$ cat src/common/cpu_defs.svh
`ifndef CPU_DEFS_SVH
`define CPU_DEFS_SVH

// Datapath and address width.
`define CPU_XLEN 32

// First fetch address after reset.
`define CPU_RESET_PC 32'h8000_0000

`define CPU_NREGS 32

// Timer window, 64 KiB starting at the base.
`define CLINT_BASE 32'h0200_0000
`define CLINT_MASK 32'hffff_0000

// Offsets of the two mtime halves inside the window.
`define CLINT_MTIME_LO 16'hbff8
`define CLINT_MTIME_HI 16'hbffc

`endif

$ cat src/common/cpu_pkg.sv
`include "cpu_defs.svh"

package cpu_pkg;

  // Major opcodes of the supported subset.
  typedef enum logic [6:0] {
    OPC_LUI    = 7'b0110111,
    OPC_OP_IMM = 7'b0010011,
    OPC_OP     = 7'b0110011,
    OPC_LOAD   = 7'b0000011,
    OPC_STORE  = 7'b0100011,
    OPC_BRANCH = 7'b1100011,
    OPC_SYSTEM = 7'b1110011
  } opcode_e;

  typedef enum logic [1:0] {
    ALU_ADD    = 2'd0,
    ALU_SUB    = 2'd1,
    ALU_PASS_B = 2'd2
  } alu_op_e;

  // Everything the sequencer needs from one decoded instruction.
  typedef struct packed {
    logic                 is_load;
    logic                 is_store;
    logic                 rd_wen;
    logic                 branch_taken;
    logic                 halt;
    logic                 illegal;
    logic [4:0]           rd;
    logic [`CPU_XLEN-1:0] result;
    logic [`CPU_XLEN-1:0] store_data;
    logic [`CPU_XLEN-1:0] next_pc;
  } exec_ctrl_t;

endpackage

$ cat src/common/mem_bus_if.sv
`include "cpu_defs.svh"

// Single-outstanding request/response bus, no ready on the response.
interface mem_bus_if;

  logic                 req_valid;
  logic                 req_ready;
  logic [`CPU_XLEN-1:0] addr;
  logic                 wen;
  logic [`CPU_XLEN-1:0] wdata;
  logic                 rsp_valid;
  logic [`CPU_XLEN-1:0] rdata;

  modport master (
    output req_valid, addr, wen, wdata,
    input  req_ready, rsp_valid, rdata
  );

  modport slave (
    input  req_valid, addr, wen, wdata,
    output req_ready, rsp_valid, rdata
  );

endinterface

$ cat src/core/core_exec.sv
`include "cpu_defs.svh"

module core_exec (
  input  logic [`CPU_XLEN-1:0] ir,
  input  logic [`CPU_XLEN-1:0] pc,
  input  logic [`CPU_XLEN-1:0] rs1_data,
  input  logic [`CPU_XLEN-1:0] rs2_data,
  output logic [4:0]           rs1_addr,
  output logic [4:0]           rs2_addr,
  output cpu_pkg::exec_ctrl_t  ctrl
);

  import cpu_pkg::*;

  localparam logic [31:0] EBREAK_INSN = 32'h0010_0073;

  opcode_e              opcode;
  logic [2:0]           funct3;
  logic [6:0]           funct7;
  logic [`CPU_XLEN-1:0] imm_i;
  logic [`CPU_XLEN-1:0] imm_s;
  logic [`CPU_XLEN-1:0] imm_b;
  logic [`CPU_XLEN-1:0] imm_u;
  alu_op_e              alu_op;
  logic [`CPU_XLEN-1:0] operand_b;
  logic [`CPU_XLEN-1:0] alu_out;
  logic                 legal;
  logic                 ebreak;
  logic                 is_load;
  logic                 is_store;
  logic                 rd_wen;
  logic                 is_branch;
  logic                 taken;

  assign opcode   = opcode_e'(ir[6:0]);
  assign funct3   = ir[14:12];
  assign funct7   = ir[31:25];
  assign rs1_addr = ir[19:15];
  assign rs2_addr = ir[24:20];

  assign imm_i = {{20{ir[31]}}, ir[31:20]};
  assign imm_s = {{20{ir[31]}}, ir[31:25], ir[11:7]};
  assign imm_b = {{19{ir[31]}}, ir[31], ir[7], ir[30:25], ir[11:8], 1'b0};
  assign imm_u = {ir[31:12], 12'b0};

  always_comb begin
    legal     = 1'b0;
    ebreak    = 1'b0;
    is_load   = 1'b0;
    is_store  = 1'b0;
    rd_wen    = 1'b0;
    is_branch = 1'b0;
    alu_op    = ALU_ADD;
    operand_b = rs2_data;
    case (opcode)
      OPC_LUI: begin
        legal     = 1'b1;
        rd_wen    = 1'b1;
        alu_op    = ALU_PASS_B;
        operand_b = imm_u;
      end
      OPC_OP_IMM: begin
        legal     = (funct3 == 3'b000);
        rd_wen    = legal;
        operand_b = imm_i;
      end
      OPC_OP: begin
        legal  = (funct3 == 3'b000) && (funct7 == 7'b0000000 || funct7 == 7'b0100000);
        rd_wen = legal;
        alu_op = funct7[5] ? ALU_SUB : ALU_ADD;
      end
      OPC_LOAD: begin
        legal     = (funct3 == 3'b010);
        is_load   = legal;
        rd_wen    = legal;
        operand_b = imm_i;
      end
      OPC_STORE: begin
        legal     = (funct3 == 3'b010);
        is_store  = legal;
        operand_b = imm_s;
      end
      OPC_BRANCH: begin
        // BNE only.
        legal     = (funct3 == 3'b001);
        is_branch = legal;
      end
      OPC_SYSTEM: begin
        legal  = (ir == EBREAK_INSN);
        ebreak = legal;
      end
      default: legal = 1'b0;
    endcase
  end

  always_comb begin
    case (alu_op)
      ALU_ADD:    alu_out = rs1_data + operand_b;
      ALU_SUB:    alu_out = rs1_data - operand_b;
      ALU_PASS_B: alu_out = operand_b;
      default:    alu_out = operand_b;
    endcase
  end

  assign taken = is_branch && (rs1_data != rs2_data);

  always_comb begin
    ctrl.is_load      = is_load;
    ctrl.is_store     = is_store;
    ctrl.rd_wen       = rd_wen;
    ctrl.branch_taken = taken;
    ctrl.halt         = ebreak || !legal;
    ctrl.illegal      = !legal;
    ctrl.rd           = ir[11:7];
    ctrl.result       = alu_out;
    ctrl.store_data   = rs2_data;
    ctrl.next_pc      = taken ? pc + imm_b : pc + 32'd4;
  end

endmodule

$ cat src/core/core_fsm.sv
`include "cpu_defs.svh"

module core_fsm (
  input  logic                 clock,
  input  logic                 arst_n,
  input  cpu_pkg::exec_ctrl_t  ctrl,
  mem_bus_if.master            bus,
  output logic [`CPU_XLEN-1:0] ir,
  output logic [`CPU_XLEN-1:0] pc,
  output logic                 rf_wen,
  output logic [4:0]           rf_waddr,
  output logic [`CPU_XLEN-1:0] rf_wdata,
  output logic                 halted,
  output logic                 illegal
);

  import cpu_pkg::*;

  typedef enum logic [2:0] {
    ST_FETCH,
    ST_EXEC,
    ST_MEM,
    ST_WB,
    ST_HALT
  } state_e;

  state_e               state;
  logic                 req_q;
  logic                 wait_q;
  exec_ctrl_t           ctrl_q;
  logic [`CPU_XLEN-1:0] load_q;

  always_ff @(posedge clock or negedge arst_n) begin
    if (!arst_n) begin
      state   <= ST_FETCH;
      req_q   <= 1'b0;
      wait_q  <= 1'b0;
      pc      <= `CPU_RESET_PC;
      halted  <= 1'b0;
      illegal <= 1'b0;
    end else begin
      case (state)
        ST_FETCH, ST_MEM: begin
          if (req_q) begin
            if (bus.req_ready) begin
              req_q  <= 1'b0;
              wait_q <= 1'b1;
            end
          end else if (wait_q) begin
            if (bus.rsp_valid) begin
              wait_q <= 1'b0;
              state  <= (state == ST_FETCH) ? ST_EXEC : ST_WB;
            end
          end else begin
            // Only reached on the first fetch after reset.
            req_q <= 1'b1;
          end
        end
        ST_EXEC: begin
          if (ctrl.halt) begin
            state   <= ST_HALT;
            halted  <= 1'b1;
            illegal <= ctrl.illegal;
          end else if (ctrl.is_load || ctrl.is_store) begin
            state <= ST_MEM;
            req_q <= 1'b1;
          end else begin
            state <= ST_WB;
          end
        end
        ST_WB: begin
          pc    <= ctrl_q.next_pc;
          state <= ST_FETCH;
          req_q <= 1'b1;
        end
        default: state <= ST_HALT;
      endcase
    end
  end

  // Instruction, decode result and load data.
  always_ff @(posedge clock) begin
    if (state == ST_FETCH && wait_q && bus.rsp_valid) begin
      ir <= bus.rdata;
    end
    if (state == ST_EXEC) begin
      ctrl_q <= ctrl;
    end
    if (state == ST_MEM && wait_q && bus.rsp_valid) begin
      load_q <= bus.rdata;
    end
  end

  assign bus.req_valid = req_q;
  assign bus.addr      = (state == ST_MEM) ? ctrl_q.result : pc;
  assign bus.wen       = (state == ST_MEM) && ctrl_q.is_store;
  assign bus.wdata     = ctrl_q.store_data;

  assign rf_wen   = (state == ST_WB) && ctrl_q.rd_wen;
  assign rf_waddr = ctrl_q.rd;
  assign rf_wdata = ctrl_q.is_load ? load_q : ctrl_q.result;

  // A response must belong to a request this FSM is waiting on.
  assert property (@(posedge clock) disable iff (!arst_n)
    bus.rsp_valid |-> wait_q);

  // Request fields hold until the slave accepts.
  assert property (@(posedge clock) disable iff (!arst_n)
    bus.req_valid && !bus.req_ready |=>
      bus.req_valid && $stable(bus.addr) && $stable(bus.wen) && $stable(bus.wdata));

endmodule

$ cat src/core/core_regfile.sv
`include "cpu_defs.svh"

module core_regfile (
  input  logic                 clock,
  input  logic                 arst_n,
  input  logic [4:0]           raddr1,
  input  logic [4:0]           raddr2,
  input  logic                 wen,
  input  logic [4:0]           waddr,
  input  logic [`CPU_XLEN-1:0] wdata,
  output logic [`CPU_XLEN-1:0] rdata1,
  output logic [`CPU_XLEN-1:0] rdata2
);

  logic [`CPU_XLEN-1:0] regs [`CPU_NREGS];

  always_ff @(posedge clock or negedge arst_n) begin
    if (!arst_n) begin
      for (int i = 0; i < `CPU_NREGS; i++) begin
        regs[i] <= '0;
      end
    end else if (wen && waddr != 5'd0) begin
      regs[waddr] <= wdata;
    end
  end

  // x0 reads as zero.
  assign rdata1 = (raddr1 == 5'd0) ? '0 : regs[raddr1];
  assign rdata2 = (raddr2 == 5'd0) ? '0 : regs[raddr2];

endmodule

$ cat src/hw/bus_xbar.sv
`include "cpu_defs.svh"

module bus_xbar (
  input  logic                 clock,
  input  logic                 arst_n,
  mem_bus_if.slave             up,
  mem_bus_if.master            clint,
  input  logic                 ext_req_ready,
  input  logic                 ext_rsp_valid,
  input  logic [`CPU_XLEN-1:0] ext_rdata,
  output logic                 ext_req_valid,
  output logic [`CPU_XLEN-1:0] ext_addr,
  output logic                 ext_wen,
  output logic [`CPU_XLEN-1:0] ext_wdata
);

  logic sel_clint;
  logic pending_q;
  logic tgt_clint_q;

  assign sel_clint = ((up.addr & `CLINT_MASK) == `CLINT_BASE);

  assign clint.req_valid = up.req_valid && sel_clint;
  assign clint.addr      = up.addr;
  assign clint.wen       = up.wen;
  assign clint.wdata     = up.wdata;

  assign ext_req_valid = up.req_valid && !sel_clint;
  assign ext_addr      = up.addr;
  assign ext_wen       = up.wen;
  assign ext_wdata     = up.wdata;

  assign up.req_ready = sel_clint ? clint.req_ready : ext_req_ready;

  // Remember which target owes the response.
  always_ff @(posedge clock or negedge arst_n) begin
    if (!arst_n) begin
      pending_q   <= 1'b0;
      tgt_clint_q <= 1'b0;
    end else if (up.req_valid && up.req_ready) begin
      pending_q   <= 1'b1;
      tgt_clint_q <= sel_clint;
    end else if (up.rsp_valid) begin
      pending_q <= 1'b0;
    end
  end

  assign up.rsp_valid = pending_q && (tgt_clint_q ? clint.rsp_valid : ext_rsp_valid);
  assign up.rdata     = tgt_clint_q ? clint.rdata : ext_rdata;

  assert property (@(posedge clock) disable iff (!arst_n)
    up.req_valid && up.req_ready |-> !pending_q);

endmodule

$ cat src/hw/clint_timer.sv
`include "cpu_defs.svh"

module clint_timer (
  input  logic     clock,
  input  logic     arst_n,
  mem_bus_if.slave bus
);

  logic [63:0]          mtime;
  logic                 rsp_q;
  logic [`CPU_XLEN-1:0] rdata_q;

  always_ff @(posedge clock or negedge arst_n) begin
    if (!arst_n) begin
      mtime <= '0;
      rsp_q <= 1'b0;
    end else begin
      mtime <= mtime + 64'd1;
      rsp_q <= bus.req_valid;
    end
  end

  // Writes are acknowledged with zero data and have no effect.
  always_ff @(posedge clock) begin
    if (bus.req_valid) begin
      if (bus.wen) begin
        rdata_q <= '0;
      end else if (bus.addr[15:0] == `CLINT_MTIME_LO) begin
        rdata_q <= mtime[31:0];
      end else if (bus.addr[15:0] == `CLINT_MTIME_HI) begin
        rdata_q <= mtime[63:32];
      end else begin
        rdata_q <= '0;
      end
    end
  end

  assign bus.req_ready = 1'b1;
  assign bus.rsp_valid = rsp_q;
  assign bus.rdata     = rdata_q;

endmodule

$ cat src/hw/cpu_top.sv
`include "cpu_defs.svh"

module cpu_top (
  input  logic                 clock,
  input  logic                 arst_n,
  input  logic                 mem_req_ready,
  input  logic                 mem_rsp_valid,
  input  logic [`CPU_XLEN-1:0] mem_rdata,
  output logic                 mem_req_valid,
  output logic [`CPU_XLEN-1:0] mem_addr,
  output logic                 mem_wen,
  output logic [`CPU_XLEN-1:0] mem_wdata,
  output logic                 halted,
  output logic                 illegal
);

  import cpu_pkg::*;

  exec_ctrl_t           exec_ctrl;
  logic [`CPU_XLEN-1:0] ir;
  logic [`CPU_XLEN-1:0] pc;
  logic [4:0]           rs1_addr;
  logic [4:0]           rs2_addr;
  logic [`CPU_XLEN-1:0] rs1_data;
  logic [`CPU_XLEN-1:0] rs2_data;
  logic                 rf_wen;
  logic [4:0]           rf_waddr;
  logic [`CPU_XLEN-1:0] rf_wdata;

  mem_bus_if core_bus ();
  mem_bus_if clint_bus ();

  core_fsm u_fsm (
    .clock(clock), .arst_n(arst_n),
    .ctrl(exec_ctrl), .bus(core_bus),
    .ir(ir), .pc(pc),
    .rf_wen(rf_wen), .rf_waddr(rf_waddr), .rf_wdata(rf_wdata),
    .halted(halted), .illegal(illegal)
  );

  core_exec u_exec (
    .ir(ir), .pc(pc),
    .rs1_data(rs1_data), .rs2_data(rs2_data),
    .rs1_addr(rs1_addr), .rs2_addr(rs2_addr),
    .ctrl(exec_ctrl)
  );

  core_regfile u_regfile (
    .clock(clock), .arst_n(arst_n),
    .raddr1(rs1_addr), .raddr2(rs2_addr),
    .wen(rf_wen), .waddr(rf_waddr), .wdata(rf_wdata),
    .rdata1(rs1_data), .rdata2(rs2_data)
  );

  bus_xbar u_xbar (
    .clock(clock), .arst_n(arst_n),
    .up(core_bus), .clint(clint_bus),
    .ext_req_ready(mem_req_ready), .ext_rsp_valid(mem_rsp_valid),
    .ext_rdata(mem_rdata),
    .ext_req_valid(mem_req_valid), .ext_addr(mem_addr),
    .ext_wen(mem_wen), .ext_wdata(mem_wdata)
  );

  clint_timer u_clint (
    .clock(clock), .arst_n(arst_n),
    .bus(clint_bus)
  );

endmodule
$ cat config.mk
export PLATFORM = sky130hd
export DESIGN_NAME = cpu_top
export DESIGN_NICKNAME = d
export VERILOG_FILES = /design/src/common/cpu_pkg.sv /design/src/common/mem_bus_if.sv /design/src/core/core_exec.sv /design/src/core/core_fsm.sv /design/src/core/core_regfile.sv /design/src/hw/bus_xbar.sv /design/src/hw/clint_timer.sv /design/src/hw/cpu_top.sv
export VERILOG_INCLUDE_DIRS = /design/src /design/src/common
export SDC_FILE = /design/constraint.sdc
export NUM_CORES = 2
export LEC_CHECK = 0
export CAP_MARGIN = 20
export CORE_ASPECT_RATIO = 1.75
export CORE_UTILIZATION = 30
export CTS_BUF_LIST = sky130_fd_sc_hd__clkbuf_4
export DETAILED_ROUTE_END_ITERATION = 10
export DONT_BUFFER_PORTS = 1
export PLACE_DENSITY = 0.47
export SLEW_MARGIN = 20
export SYNTH_ARGS = -nofsm -noshare
export SYNTH_HDL_FRONTEND = slang
export SYNTH_SLANG_ARGS = --single-unit
$ cat constraint.sdc
create_clock -name clock -period 9.1 [get_ports clock]
set_clock_uncertainty 0.2 [all_clocks]
set_input_delay 2.73 -clock clock [delete_from_list [all_inputs] [get_ports clock]]
set_output_delay 2.73 -clock clock [all_outputs]
set_load 0.005 [all_outputs]
==> impl_results.md <==
* Seq pwr share at 46.6%
* Clock share of power at 39.2%
* Placed instance count at 9189
* H-tree levels at 5
* Via count of the routed design at 54200
* Die height at 642 um
* Io pins at 104
* Remaining Overflow, GRT at 0
* R2R cell count at 26
* CTS tree: built
* Seq cells post-synth at 1330
* FP Rows at 234
* Starting density of the core at 30.2%
* Non-Filler Instances at 9754
* Area Growth Syn to Fin at 11.4%
* Max frequency at 0.118 GHz
* Final layout net count at 6560
* Syn Area/Cell at 10.8 sq um
* Hold Path Class: reg2reg
* Max-cap check violation count at 0
* Post-CTS Setup Bufs at 0
* Most frequent cells in the layout: dfrtp_1, nand2_1, a21oi_1
* Worst r2r src: u_fsm.ir[22]
* Post-synthesis sequential area ratio at 48.8%
* Max-slew violations at 0
* Synth area leader: dfrtp_1
* Commonest non-fill, non-tap cell in the layout: dfrtp_1
* Leakage power at 33.5 nW
* Hpwl dp at 191 mm
* Hold path startpoint: u_regfile.regs[1000]
* Clock root buffer: clkbuf_4
* Post-route cell area at 78200 sq um
* Core Area at 232000 sq um
* Yosys warnings at 0
* CTS Sinks at 1330
* GPL Wtd Cong at 0.946
* Part of the cycle the worst path needs at 93.3%
* Clock-pin slew of the registers on the worst-case setup and hold paths at 0.08 ns
* Drc violations at 0
* Hold depth at 0
* Slew margin rel. at 17.2%
* Pwr per Cell Area at 170 nW/um^2
* P_sw at 4.01 mW
* Critical Path Sink Type: register
* Critical path arrival at 9.29 ns
* Combinational share of power at 14.2%
* Share of post-route cells with drive strength above 1 at 20.3%
* Synth top area share at 40.2%
* Drt first pass iters at 5
* Sw Share at 30.1%
* Fin crit period at 8.49 ns
* TNS Setup at 0 ns
* Crit Path Category: reg2reg
* Final WL at 290 mm
* Global-route wire length before repair at 412 mm
* Setup slack at placement at 0.684 ns
* Final hold vios at 0
* Syn_nets at 6627
* Worst hold path endpoint: u_regfile.regs[1000]
* Gr usage total at 24.2%
* Pin count of the biggest net entering global routing at 221
* P_int at 9.30 mW
* Slack of the critical path at 0.606 ns
* Reg2reg end: u_fsm.ctrl_q[95]
* Cell variety after synth at 83
* CTS max path bufs at 4
* Width of the die at 368 um
* Cts repair resizes at 0
* Minimum hold slack at 0.178 ns
* Die area at 236000 sq um
* Placed Area at 74000 sq um
* CTS Hold Bufs at 0
* CP required at 9.90 ns
* Clk_lat worst skew at 1.25 ns
* Initial antenna violation count at 14
* Worst supply voltage drop on vdd at 0.0942 mV
* EDFF count, synth at 200
* Outcome: finished, final reports clean
* Finish-stage setup viols at 0
* Post-synth ARST share at 85.0%
* Synth area leaders: dfrtp_1, mux4_2, edfxtp_1, a21oi_1, mux2i_1
* IO Port Bufs at 0
* CP Launch Type: register
* Post-DR vias/cell at 5.56
* Cell Area, Synth at 70200 sq um
* Worst Path Max Fanout at 23
* RSZ-0062 raised after global routing: no
* Worst-margin pin slew at 1.23 ns
* DRC marker count from the first detailed-route iteration at 4340
* Vias in the first global route at 55300
* Routed WL per cell at 29.7 um
* Cells after Synth at 6525
* Top FF cell, synth: dfrtp_1
* Final antenna-violating net count at 0
* Inserted Clock Buffers at 329
* Worst R2R Setup Slack at 0.61 ns
==> cells by family (layout without fill, tap and decap cells) <==
family	count (synthesis)	in the layout	synth area share (%)
and+or+nand+nor	1789	1789	10.8
AOI/OAI and AO/OA	1644	1644	13.2
DFF	1330	1330	48.8
muxes	849	849	19.3
buffers and inverters	654	807	4.20
xor gates and xnor gates	193	193	2.43
adders and majority gates	66	66	1.20
other	0	8	0
==> per-layer routing <==
| metal | track usage, % | wire (um) |
|---|---|---|
| met4 | 18.1 | 24800 |
| met5 | 0 | 7 |
| met2 | 41.3 | 144000 |
| met3 | 3.93 | 17700 |
| met1 | 27.0 | 104000 |
==> worst max path at each step <==
| stage | end | slack [ns] | from |
|---|---|---|---|
| after CTS | u_fsm.ctrl_q[95] | 0.69 | u_fsm.ir[22] |
| final | u_fsm.ctrl_q[95] | 0.61 | u_fsm.ir[22] |
| after global routing | u_fsm.ctrl_q[95] | 0.20 | u_fsm.ir[22] |
| after global placement | u_fsm.ctrl_q[95] | 0.61 | u_fsm.ir[22] |
| after floorplan | u_fsm.ctrl_q[95] | 2.26 | u_fsm.ir[3] |
| after detailed placement | u_fsm.ctrl_q[95] | 0.68 | u_fsm.ir[22] |
==> stage by stage <==
step                util (%)  power (mW)
floorplan                  -        7.40
global placement        31.7        8.17
detailed placement      31.8        8.19
CTS                     33.6        13.4
global route            33.6        13.8
finish                  33.6        13.3
==> area by class of cell <==
cell class | count | area (sq um)
diodes | 8 | 20.0
clock buffers | 472 | 3540
clock inverters | 79 | 495
fillers | 23600 | 154000
inverters | 43 | 161
multi-input cells | 4541 | 33600
flip-flops and latches | 1330 | 34300
well taps | 3068 | 3840
repair buffers | 213 | 2250
==> flip-flops by register name, indices dropped and copies added (netlist names) <==
signal / cells
u_regfile.regs: 1024
u_fsm.ctrl_q: 67
u_clint.mtime: 64
u_clint.bus.rdata: 32
u_fsm.bus.wdata: 32
u_fsm.ir: 32
u_fsm.load_q: 32
u_fsm.pc: 32
u_fsm.rf_waddr: 5
u_fsm.state: 3
u_clint.bus.rsp_valid: 1
u_fsm.bus.req_valid: 1
u_fsm.halted: 1
u_fsm.illegal: 1
u_fsm.wait_q: 1
u_xbar.pending_q: 1
u_xbar.tgt_clint_q: 1
==> power by group through the flow <==
stage	clock (mW)	sequential, mW	combinational [mW]
2_1_floorplan	0	6.26	1.14
3_3_place_gp	0	6.32	1.85
3_5_place_dp	0	6.32	1.87
4_1_cts	5.37	6.20	1.88
5_1_grt	5.61	6.20	1.99
6_report	5.22	6.20	1.89
==> worst max-delay path, stage by stage (launching register included) <==
cell and delay, ns:
edfxtp_1 0.71, buf_4 0.36, and2_2 0.62, buf_4 0.55, a22oi_1 0.16, nand3_1 0.15
nand4_1 0.46, o21ai_1 0.30, o21ai_0 0.18, nor4_2 0.40, nand4b_1 0.23, nor3_2 0.35
a21oi_1 0.13, xor2_1 0.18, ha_1 0.38, a21oi_1 0.15, o21ai_0 0.14, nand2_1 0.10
o211ai_1 0.12, a21o_1 0.19, a221oi_1 0.60, o21ai_0 0.28, a21o_1 0.24, a21oi_1 0.20
xnor3_1 0.37, a21o_1 0.19, a211o_1 0.29
==> cells in the mapped netlist, drive strengths merged, types with 17 or more instances <==
master,instances
a211oi,21
a21o,27
a21oi,680
a221oi,29
a22oi,109
and2,18
and3,41
buf,183
clkbuf,428
dfrtp,1129
edfxtp,200
ha,64
inv,40
mux2,142
mux2i,318
mux4,389
nand2,738
nand2b,25
nand3,89
nand4,36
nor2,687
nor2b,26
nor3,48
o211ai,17
o21ai,579
o221ai,23
o22ai,36
xnor2,132
xor2,60
(Power assumes the default switching activity.)
